`config.mk`:
```
export PLATFORM = sky130hd
export DESIGN_NAME = digital_clock
export DESIGN_NICKNAME = d
export VERILOG_FILES = /design/src/hdl/clock_pkg.sv /design/src/hdl/tick_divider.sv /design/src/hdl/button_edges.sv /design/src/hdl/timekeeper.sv /design/src/hdl/alarm_unit.sv /design/src/hdl/mode_fsm.sv /design/src/hdl/digital_clock.sv
export SDC_FILE = /design/constraint.sdc
export NUM_CORES = 1
export LEC_CHECK = 0
export BUFFER_PORTS_ARGS = -buffer_cell sky130_fd_sc_hd__buf_2
export CAP_MARGIN = 20
export CORE_MARGIN = 5
export CORE_UTILIZATION = 50
export DETAILED_ROUTE_END_ITERATION = 10
export GPL_TIMING_DRIVEN = 0
export HOLD_SLACK_MARGIN = 0.15
export PLACE_DENSITY = 0.68
export SLEW_MARGIN = 20
export SYNTH_ARGS = -nofsm -noshare
export SYNTH_HDL_FRONTEND = slang
export SYNTH_SLANG_ARGS = --single-unit
```
`constraint.sdc`:
```
create_clock -name clk -period 6.2 [get_ports clk]
set_input_delay 1.24 -clock clk [delete_from_list [all_inputs] [get_ports clk]]
set_output_delay 1.24 -clock clk [all_outputs]
set_load 0.005 [all_outputs]
```
`src/hdl/clock_pkg.sv`:
```
package clock_pkg;

    ////////////////////////////////////////////////////////////////////
    // Widths and field limits
    ////////////////////////////////////////////////////////////////////

    localparam int FIELD_W = 7;
    localparam int TIME_W  = 3 * FIELD_W;

    localparam logic [FIELD_W-1:0] HOURS_MAX   = 7'd23;
    localparam logic [FIELD_W-1:0] MINUTES_MAX = 7'd59;
    localparam logic [FIELD_W-1:0] SECONDS_MAX = 7'd59;

    ////////////////////////////////////////////////////////////////////
    // Time word, read raw or split into fields
    ////////////////////////////////////////////////////////////////////

    typedef struct packed {
        logic [FIELD_W-1:0] hours;
        logic [FIELD_W-1:0] minutes;
        logic [FIELD_W-1:0] seconds;
    } time_fields_t;

    typedef union packed {
        logic [TIME_W-1:0] raw;
        time_fields_t      fields;
    } time_word_u;

    typedef enum logic [1:0] {
        FIELD_NONE    = 2'd0,
        FIELD_HOURS   = 2'd1,
        FIELD_MINUTES = 2'd2,
        FIELD_SECONDS = 2'd3
    } field_e;

    typedef enum logic [2:0] {
        CLOCK_VIEW = 3'd0,
        SET_CLOCK  = 3'd1,
        ALARM_VIEW = 3'd2,
        SET_ALARM  = 3'd3,
        RINGING    = 3'd4
    } mode_e;

    // One step up or down, wrapping inside 0..max_val
    function automatic logic [FIELD_W-1:0] field_step(
        input logic [FIELD_W-1:0] value,
        input logic [FIELD_W-1:0] max_val,
        input logic               up
    );
        if (up) begin
            return (value == max_val) ? '0 : value + 1'b1;
        end
        return (value == '0) ? max_val : value - 1'b1;
    endfunction

endpackage

```
`src/hdl/tick_divider.sv`:
```
`timescale 1ns/1ns

module tick_divider #(
    parameter int TICK_DIV = 50_000_000
) (
    input  logic clk,
    input  logic rst_n,
    output logic tick
);

    localparam int CNT_W = (TICK_DIV > 1) ? $clog2(TICK_DIV) : 1;
    localparam logic [CNT_W-1:0] LAST = CNT_W'(TICK_DIV - 1);

    logic [CNT_W-1:0] cnt;

    // Free running, keeps the seconds phase through every mode
    always_ff @(posedge clk or negedge rst_n) begin
        if (!rst_n) begin
            cnt  <= '0;
            tick <= 1'b0;
        end else begin
            tick <= (cnt == LAST);
            if (cnt == LAST) begin
                cnt <= '0;
            end else begin
                cnt <= cnt + 1'b1;
            end
        end
    end

endmodule

```
`src/hdl/button_edges.sv`:
```
`timescale 1ns/1ns

module button_edges (
    input  logic clk,
    input  logic rst_n,
    input  logic mode,
    input  logic set,
    input  logic op1,
    input  logic op2,
    output logic mode_pulse,
    output logic set_pulse,
    output logic op1_pulse,
    output logic op2_pulse
);

    logic [3:0] level;
    logic [3:0] level_q;
    logic [3:0] pulse_q;

    assign level = {mode, set, op1, op2};

    // Rising edge of each button, one cycle wide
    always_ff @(posedge clk or negedge rst_n) begin
        if (!rst_n) begin
            level_q <= '0;
            pulse_q <= '0;
        end else begin
            level_q <= level;
            pulse_q <= level & ~level_q;
        end
    end

    assign mode_pulse = pulse_q[3];
    assign set_pulse  = pulse_q[2];
    assign op1_pulse  = pulse_q[1];
    assign op2_pulse  = pulse_q[0];

endmodule

```
`src/hdl/timekeeper.sv`:
```
`timescale 1ns/1ns

module timekeeper (
    input  logic                 clk,
    input  logic                 rst_n,
    input  logic                 tick,
    input  logic                 run,
    input  logic                 op1_pulse,
    input  logic                 op2_pulse,
    input  clock_pkg::field_e    clock_field,
    output clock_pkg::time_word_u now_time
);

    import clock_pkg::*;

    logic step;
    logic last_second;
    logic last_minute;

    assign step        = op1_pulse | op2_pulse;
    assign last_second = (now_time.fields.seconds == SECONDS_MAX);
    assign last_minute = (now_time.fields.minutes == MINUTES_MAX);

    ////////////////////////////////////////////////////////////////////
    // Running count with carry
    ////////////////////////////////////////////////////////////////////

    always_ff @(posedge clk or negedge rst_n) begin
        if (!rst_n) begin
            now_time.raw <= '0;
        end else if (run && tick) begin
            now_time.fields.seconds <= field_step(now_time.fields.seconds,
                                                  SECONDS_MAX, 1'b1);
            if (last_second) begin
                now_time.fields.minutes <= field_step(now_time.fields.minutes,
                                                      MINUTES_MAX, 1'b1);
                // 23:59:59 rolls over to midnight
                if (last_minute) begin
                    now_time.fields.hours <= field_step(now_time.fields.hours,
                                                        HOURS_MAX, 1'b1);
                end
            end
        end else if (step) begin
            // Manual adjust, no carry between fields
            case (clock_field)
                FIELD_HOURS: begin
                    now_time.fields.hours <= field_step(now_time.fields.hours,
                                                        HOURS_MAX, op1_pulse);
                end
                FIELD_MINUTES: begin
                    now_time.fields.minutes <= field_step(now_time.fields.minutes,
                                                          MINUTES_MAX, op1_pulse);
                end
                FIELD_SECONDS: begin
                    now_time.fields.seconds <= field_step(now_time.fields.seconds,
                                                          SECONDS_MAX, op1_pulse);
                end
                default: begin
                    now_time <= now_time;
                end
            endcase
        end
    end

endmodule

```
`src/hdl/alarm_unit.sv`:
```
`timescale 1ns/1ns

module alarm_unit (
    input  logic                  clk,
    input  logic                  rst_n,
    input  logic                  op1_pulse,
    input  logic                  op2_pulse,
    input  logic                  arm,
    input  logic                  disarm,
    input  clock_pkg::field_e     alarm_field,
    input  clock_pkg::time_word_u now_time,
    output clock_pkg::time_word_u alarm_time,
    output logic                  alarm_match
);

    import clock_pkg::*;

    logic [FIELD_W-1:0] alarm_hours;
    logic [FIELD_W-1:0] alarm_minutes;
    logic               armed;

    // Hours and minutes only, seconds never set
    always_ff @(posedge clk or negedge rst_n) begin
        if (!rst_n) begin
            alarm_hours   <= '0;
            alarm_minutes <= '0;
        end else if (op1_pulse || op2_pulse) begin
            case (alarm_field)
                FIELD_HOURS: begin
                    alarm_hours <= field_step(alarm_hours, HOURS_MAX, op1_pulse);
                end
                FIELD_MINUTES: begin
                    alarm_minutes <= field_step(alarm_minutes, MINUTES_MAX, op1_pulse);
                end
                default: begin
                    alarm_hours <= alarm_hours;
                end
            endcase
        end
    end

    always_ff @(posedge clk or negedge rst_n) begin
        if (!rst_n) begin
            armed <= 1'b0;
        end else if (disarm) begin
            armed <= 1'b0;
        end else if (arm) begin
            armed <= 1'b1;
        end
    end

    always_comb begin
        alarm_time                = '0;
        alarm_time.fields.hours   = alarm_hours;
        alarm_time.fields.minutes = alarm_minutes;
    end

    // Matches for the whole minute while armed
    assign alarm_match = armed
                       && (now_time.fields.hours == alarm_hours)
                       && (now_time.fields.minutes == alarm_minutes);

endmodule

```
`src/hdl/mode_fsm.sv`:
```
`timescale 1ns/1ns

module mode_fsm (
    input  logic                         clk,
    input  logic                         rst_n,
    input  logic                         mode_pulse,
    input  logic                         set_pulse,
    input  logic                         op1_pulse,
    input  logic                         op2_pulse,
    input  logic                         alarm_match,
    input  clock_pkg::time_word_u        now_time,
    input  clock_pkg::time_word_u        alarm_time,
    output logic                         run,
    output logic                         arm,
    output logic                         disarm,
    output logic                         display,
    output logic [2:0]                   flash,
    output clock_pkg::field_e            clock_field,
    output clock_pkg::field_e            alarm_field,
    output logic [clock_pkg::TIME_W-1:0] out_time
);

    import clock_pkg::*;

    mode_e  state;
    mode_e  state_d;
    field_e field_q;
    field_e field_d;

    ////////////////////////////////////////////////////////////////////
    // Next state
    ////////////////////////////////////////////////////////////////////

    always_comb begin
        state_d = state;
        field_d = field_q;
        arm     = 1'b0;
        disarm  = 1'b0;
        case (state)
            CLOCK_VIEW: begin
                if (set_pulse) begin
                    state_d = SET_CLOCK;
                    field_d = FIELD_HOURS;
                end else if (mode_pulse) begin
                    state_d = ALARM_VIEW;
                end else if (alarm_match) begin
                    state_d = RINGING;
                end
            end
            SET_CLOCK: begin
                if (set_pulse) begin
                    case (field_q)
                        FIELD_HOURS:   field_d = FIELD_MINUTES;
                        FIELD_MINUTES: field_d = FIELD_SECONDS;
                        default: begin
                            state_d = CLOCK_VIEW;
                            field_d = FIELD_NONE;
                        end
                    endcase
                end else if (mode_pulse) begin
                    state_d = ALARM_VIEW;
                    field_d = FIELD_NONE;
                end
            end
            ALARM_VIEW: begin
                if (set_pulse) begin
                    state_d = SET_ALARM;
                    field_d = FIELD_HOURS;
                end else if (mode_pulse) begin
                    state_d = CLOCK_VIEW;
                end else if (op2_pulse) begin
                    disarm = 1'b1;
                end
            end
            SET_ALARM: begin
                if (set_pulse) begin
                    if (field_q == FIELD_HOURS) begin
                        field_d = FIELD_MINUTES;
                    end else begin
                        // Leaving minutes commits the alarm
                        arm     = 1'b1;
                        state_d = ALARM_VIEW;
                        field_d = FIELD_NONE;
                    end
                end else if (mode_pulse) begin
                    state_d = CLOCK_VIEW;
                    field_d = FIELD_NONE;
                end
            end
            RINGING: begin
                if (op2_pulse) begin
                    disarm  = 1'b1;
                    state_d = CLOCK_VIEW;
                end
            end
            default: begin
                state_d = CLOCK_VIEW;
                field_d = FIELD_NONE;
            end
        endcase
    end

    always_ff @(posedge clk or negedge rst_n) begin
        if (!rst_n) begin
            state   <= CLOCK_VIEW;
            field_q <= FIELD_NONE;
        end else begin
            state   <= state_d;
            field_q <= field_d;
        end
    end

    // 12/24 flag, kept across modes
    always_ff @(posedge clk or negedge rst_n) begin
        if (!rst_n) begin
            display <= 1'b0;
        end else if (op1_pulse && (state == CLOCK_VIEW || state == ALARM_VIEW)) begin
            display <= ~display;
        end
    end

    ////////////////////////////////////////////////////////////////////
    // Outputs
    ////////////////////////////////////////////////////////////////////

    assign run = (state == CLOCK_VIEW) || (state == ALARM_VIEW) || (state == RINGING);

    assign clock_field = (state == SET_CLOCK) ? field_q : FIELD_NONE;
    assign alarm_field = (state == SET_ALARM) ? field_q : FIELD_NONE;

    always_comb begin
        flash = 3'b000;
        if (state == RINGING) begin
            flash = 3'b111;
        end else if (state == SET_CLOCK || state == SET_ALARM) begin
            case (field_q)
                FIELD_HOURS:   flash = 3'b100;
                FIELD_MINUTES: flash = 3'b010;
                FIELD_SECONDS: flash = 3'b001;
                default:       flash = 3'b000;
            endcase
        end
    end

    // Always the 24-hour value, display only hints the format
    assign out_time = (state == ALARM_VIEW || state == SET_ALARM) ? alarm_time.raw
                                                                  : now_time.raw;

endmodule

```
`src/hdl/digital_clock.sv`:
```
`timescale 1ns/1ns

module digital_clock #(
    parameter int TICK_DIV = 50_000_000
) (
    input  logic                         clk,
    input  logic                         rst_n,
    input  logic                         mode,
    input  logic                         set,
    input  logic                         op1,
    input  logic                         op2,
    output logic                         display,
    output logic [2:0]                   flash,
    output logic [clock_pkg::TIME_W-1:0] out_time
);

    import clock_pkg::*;

    logic       tick;
    logic       mode_pulse;
    logic       set_pulse;
    logic       op1_pulse;
    logic       op2_pulse;
    logic       run;
    logic       arm;
    logic       disarm;
    logic       alarm_match;
    field_e     clock_field;
    field_e     alarm_field;
    time_word_u now_time;
    time_word_u alarm_time;

    tick_divider #(
        .TICK_DIV (TICK_DIV)
    ) u_tick_divider (
        .clk   (clk),
        .rst_n (rst_n),
        .tick  (tick)
    );

    button_edges u_button_edges (
        .clk        (clk),
        .rst_n      (rst_n),
        .mode       (mode),
        .set        (set),
        .op1        (op1),
        .op2        (op2),
        .mode_pulse (mode_pulse),
        .set_pulse  (set_pulse),
        .op1_pulse  (op1_pulse),
        .op2_pulse  (op2_pulse)
    );

    timekeeper u_timekeeper (
        .clk         (clk),
        .rst_n       (rst_n),
        .tick        (tick),
        .run         (run),
        .op1_pulse   (op1_pulse),
        .op2_pulse   (op2_pulse),
        .clock_field (clock_field),
        .now_time    (now_time)
    );

    alarm_unit u_alarm_unit (
        .clk         (clk),
        .rst_n       (rst_n),
        .op1_pulse   (op1_pulse),
        .op2_pulse   (op2_pulse),
        .arm         (arm),
        .disarm      (disarm),
        .alarm_field (alarm_field),
        .now_time    (now_time),
        .alarm_time  (alarm_time),
        .alarm_match (alarm_match)
    );

    mode_fsm u_mode_fsm (
        .clk         (clk),
        .rst_n       (rst_n),
        .mode_pulse  (mode_pulse),
        .set_pulse   (set_pulse),
        .op1_pulse   (op1_pulse),
        .op2_pulse   (op2_pulse),
        .alarm_match (alarm_match),
        .now_time    (now_time),
        .alarm_time  (alarm_time),
        .run         (run),
        .arm         (arm),
        .disarm      (disarm),
        .display     (display),
        .flash       (flash),
        .clock_field (clock_field),
        .alarm_field (alarm_field),
        .out_time    (out_time)
    );

endmodule

```
==> out/metrics.json <==
{
  "outcome": "finished clean",
  "final_common_cell": "dfrtp_1",
  "finalSetupViolCount": 0,
  "post_cts_resized": 0,
  "wire_length_of_the_first_global_routing_pass_um": 21100,
  "post_synth_inst_count": 590,
  "vias": 4616,
  "ctsLongestPathBuffers": 2,
  "clkLatencyLatePin_ps": 360,
  "drt_drc_violations_left": 0,
  "synth_seq_area_share": 0.374,
  "numCtsBuffers": 9,
  "postSynthAreaPerCell_sq_um": 8.72,
  "min-delay-path-class": "register to register",
  "most-common-layout-cells": "77 x dfrtp_1, 48 x nand2_1, 48 x nor2_1, 46 x o21ai_0, 41 x buf_2",
  "sw_frac_of_total": 0.429,
  "ant_nets": 0,
  "max-vdd-ir-drop_mv": 0.182,
  "startpoint_type": "register",
  "drtIter0Drc": 373,
  "crit_type": "register to output port",
  "path_clk_slew_ps": 90,
  "grt-ovfl-total": 0,
  "max_slew.worst_pin.slew_ps": 884,
  "route.detailed.vias_per_inst": 5.98,
  "dieWidth_um": 111,
  "floorplan.io_pins": 31,
  "switchingPower_w": 0.000931,
  "cts-hold-fix-buffers": 0,
  "num_rows": 37,
  "total_number_of_clock_tree_sinks": 77,
  "async_flop_share": 1.00,
  "cts_setup_buffers": 0,
  "pwr-share-clk": 0.182,
  "grt_pass1_vias": 4462,
  "cellPowerDensity_nw_per_um2": 381,
  "grt_start_max_net_pins": 46,
  "finalNetCount": 654,
  "layout_worst_path_cycle_share": 0.587,
  "post-dp-hpwl_um": 9060,
  "yosys_warnings": 0,
  "synth_area_sq_um": 5150,
  "wirelength_um": 12700,
  "input_output_buffers": 30,
  "hold_violations": 0,
  "grt_antenna_before_repair": 0,
  "drv_slew": 0,
  "rsz_0062_raised_after_global_routing": "no",
  "flops_latches_synth": 77,
  "floorplan.die.height_um": 111,
  "p_leak_nw": 2.50,
  "fmax_mhz": 275,
  "cp.arrival_ps": 2400,
  "root_buffer": "clkbuf_8",
  "drt-wirelength-per-cell_um": 16.4,
  "grt.total_usage": 0.205,
  "comb_power_share": 0.483,
  "dieArea_sq_um": 12400,
  "internal_power_w": 0.00124,
  "finClkSkew_ps": 6.97,
  "cts-htree-levels": 3,
  "detail_route.first_pass.iterations": 5,
  "dp_cells": 757,
  "synth-main-ff-cell": "dfrtp_1",
  "gp_congestion": 0.905,
  "tritoncts": "done",
  "instances_no_fill": 772,
  "layout_min_cycle_time_ps": 3640,
  "cp_max_fo": 10,
  "synth_fp_nets": 612,
  "tns_setup_ps": 0,
  "cap_violations": 0,
  "final_layout_size_suffix_gt1_frac": 0.146,
  "netlist-cell-type-count": 66,
  "placeableCoreArea_sq_um": 10200,
  "timing.critical_path.required_ps": 4960,
  "relSlewSlack": 0.411,
  "synth_enable_flop_cells": 0,
  "area_growth_syn_to_layout_pct": 10.6,
  "crit_end_element": "output port",
  "seq_power_share": 0.335,
  "initial_core_util": 0.505,
  "n_antenna_cell": 0
}
==> registers in the layout, indices dropped and copies added, names as in the netlist <==
signal and flops:
u_button_edges.pulse_q 4, u_tick_divider.tick 1, u_alarm_unit.alarm_hours 7, u_timekeeper.now_time 21, u_button_edges.level_q 4, u_alarm_unit.armed 1, u_alarm_unit.alarm_minutes 7, u_mode_fsm.field_q 2
u_tick_divider.cnt 26, u_mode_fsm.state 3, u_mode_fsm.display 1
==> synth_stat cells (4+ instances only) <==
cell type  number  area, sq um
nand3b_1        4         30.0
a221oi_1        5         43.8
nor2b_1         9         56.3
nand4_1        13         81.3
mux2i_1         7         70.1
and3_1         16          100
nor3b_1         4         30.0
nor3_1         27          135
inv_1          22         82.6
xor2_1         20          175
clkbuf_1       20         75.1
a21oi_1        22          110
o21ai_0        46          230
a21o_1          5         37.5
a31oi_1         6         37.5
nand3_1        28          140
buf_2          12         60.1
dfrtp_1        77         1930
o31ai_1        12         90.1
mux2_2         12          135
or2_2           4         25.0
nand2_1        48          180
xnor2_1        24          210
and2_1         12         75.1
nor2_1         48          180
ha_1           16          200
or3_1           8         50.1
nor4_1          4         25.0
nor4_2          4         50.1
==> per-stage QoR <==
stage	hold slack [ps]	setup slack [ps]	utilization	instance area, sq um	power [W]
6_report	396	2560	0.559	5690	0.00217
2_1_floorplan	378	3420	-	5150	0.00148
3_5_place_dp	386	2930	0.540	5500	0.00177
5_1_grt	409	2430	0.559	5690	0.00234
4_1_cts	399	2520	0.559	5690	0.00217
3_3_place_gp	383	2940	0.537	5470	0.00174
==> cell type report <==
cell class,instances,area (sq um)
buffer,39,189
clock buffer,9,124
clock inverter,6,71.3
fill,923,4490
inverter,22,82.6
multi-input combinational,452,2950
sequential,77,1930
tap,136,170
timing repair buffer,31,180
==> cells by family after synthesis <==
family | share of synthesized area
compound gates | 0.159
xor+xnor | 0.0780
fa+ha+maj | 0.0389
buf+inv | 0.0527
flops | 0.374
mux | 0.0399
simple gates | 0.257
==> metal layers <==
metal	up-vias	GRT usage	wire, um
met5	-	0	0
met4	0	0.0900	308
met2	162	0.326	6080
li1	2200	-	-
met3	25	0.0359	645
met1	2229	0.275	5660
==> path summary, 6_finish.rpt <==
path | slack (ps) | end | start | cells after the start
worst max register to register | 3760 | u_timekeeper.now_time[17] | u_timekeeper.now_time[8] | 6
worst max-delay path | 2560 | out_time[13] | u_mode_fsm.state[1] | 6
worst min-delay path | 400 | u_button_edges.pulse_q[2] | u_button_edges.level_q[2] | 1
max in group asynchronous | 4780 | u_timekeeper.now_time[2] | rst_n | 2
min in group asynchronous | 840 | u_timekeeper.now_time[11] | rst_n | 1
worst min register to register | 400 | u_button_edges.pulse_q[2] | u_button_edges.level_q[2] | 1
==> power by group through the flow <==
stage | Combinational [W] | Sequential (W) | Clock, W
5_1_grt | 0.00117 | 0.000742 | 0.000427
3_5_place_dp | 0.00103 | 0.000734 | 0
6_report | 0.00105 | 0.000726 | 0.000395
2_1_floorplan | 0.000783 | 0.000698 | 0
4_1_cts | 0.00104 | 0.000724 | 0.000405
3_3_place_gp | 0.00101 | 0.000728 | 0
==> worst max-delay path, cell delays in order, from the launching register on <==
cell and delay [ps]:
dfrtp_1 420, buf_4 180, nand2b_1 70, clkbuf_1 340, clkbuf_1 480, mux2_2 420, buf_2 130
Note: power is estimated with default switching activity, not from simulation.
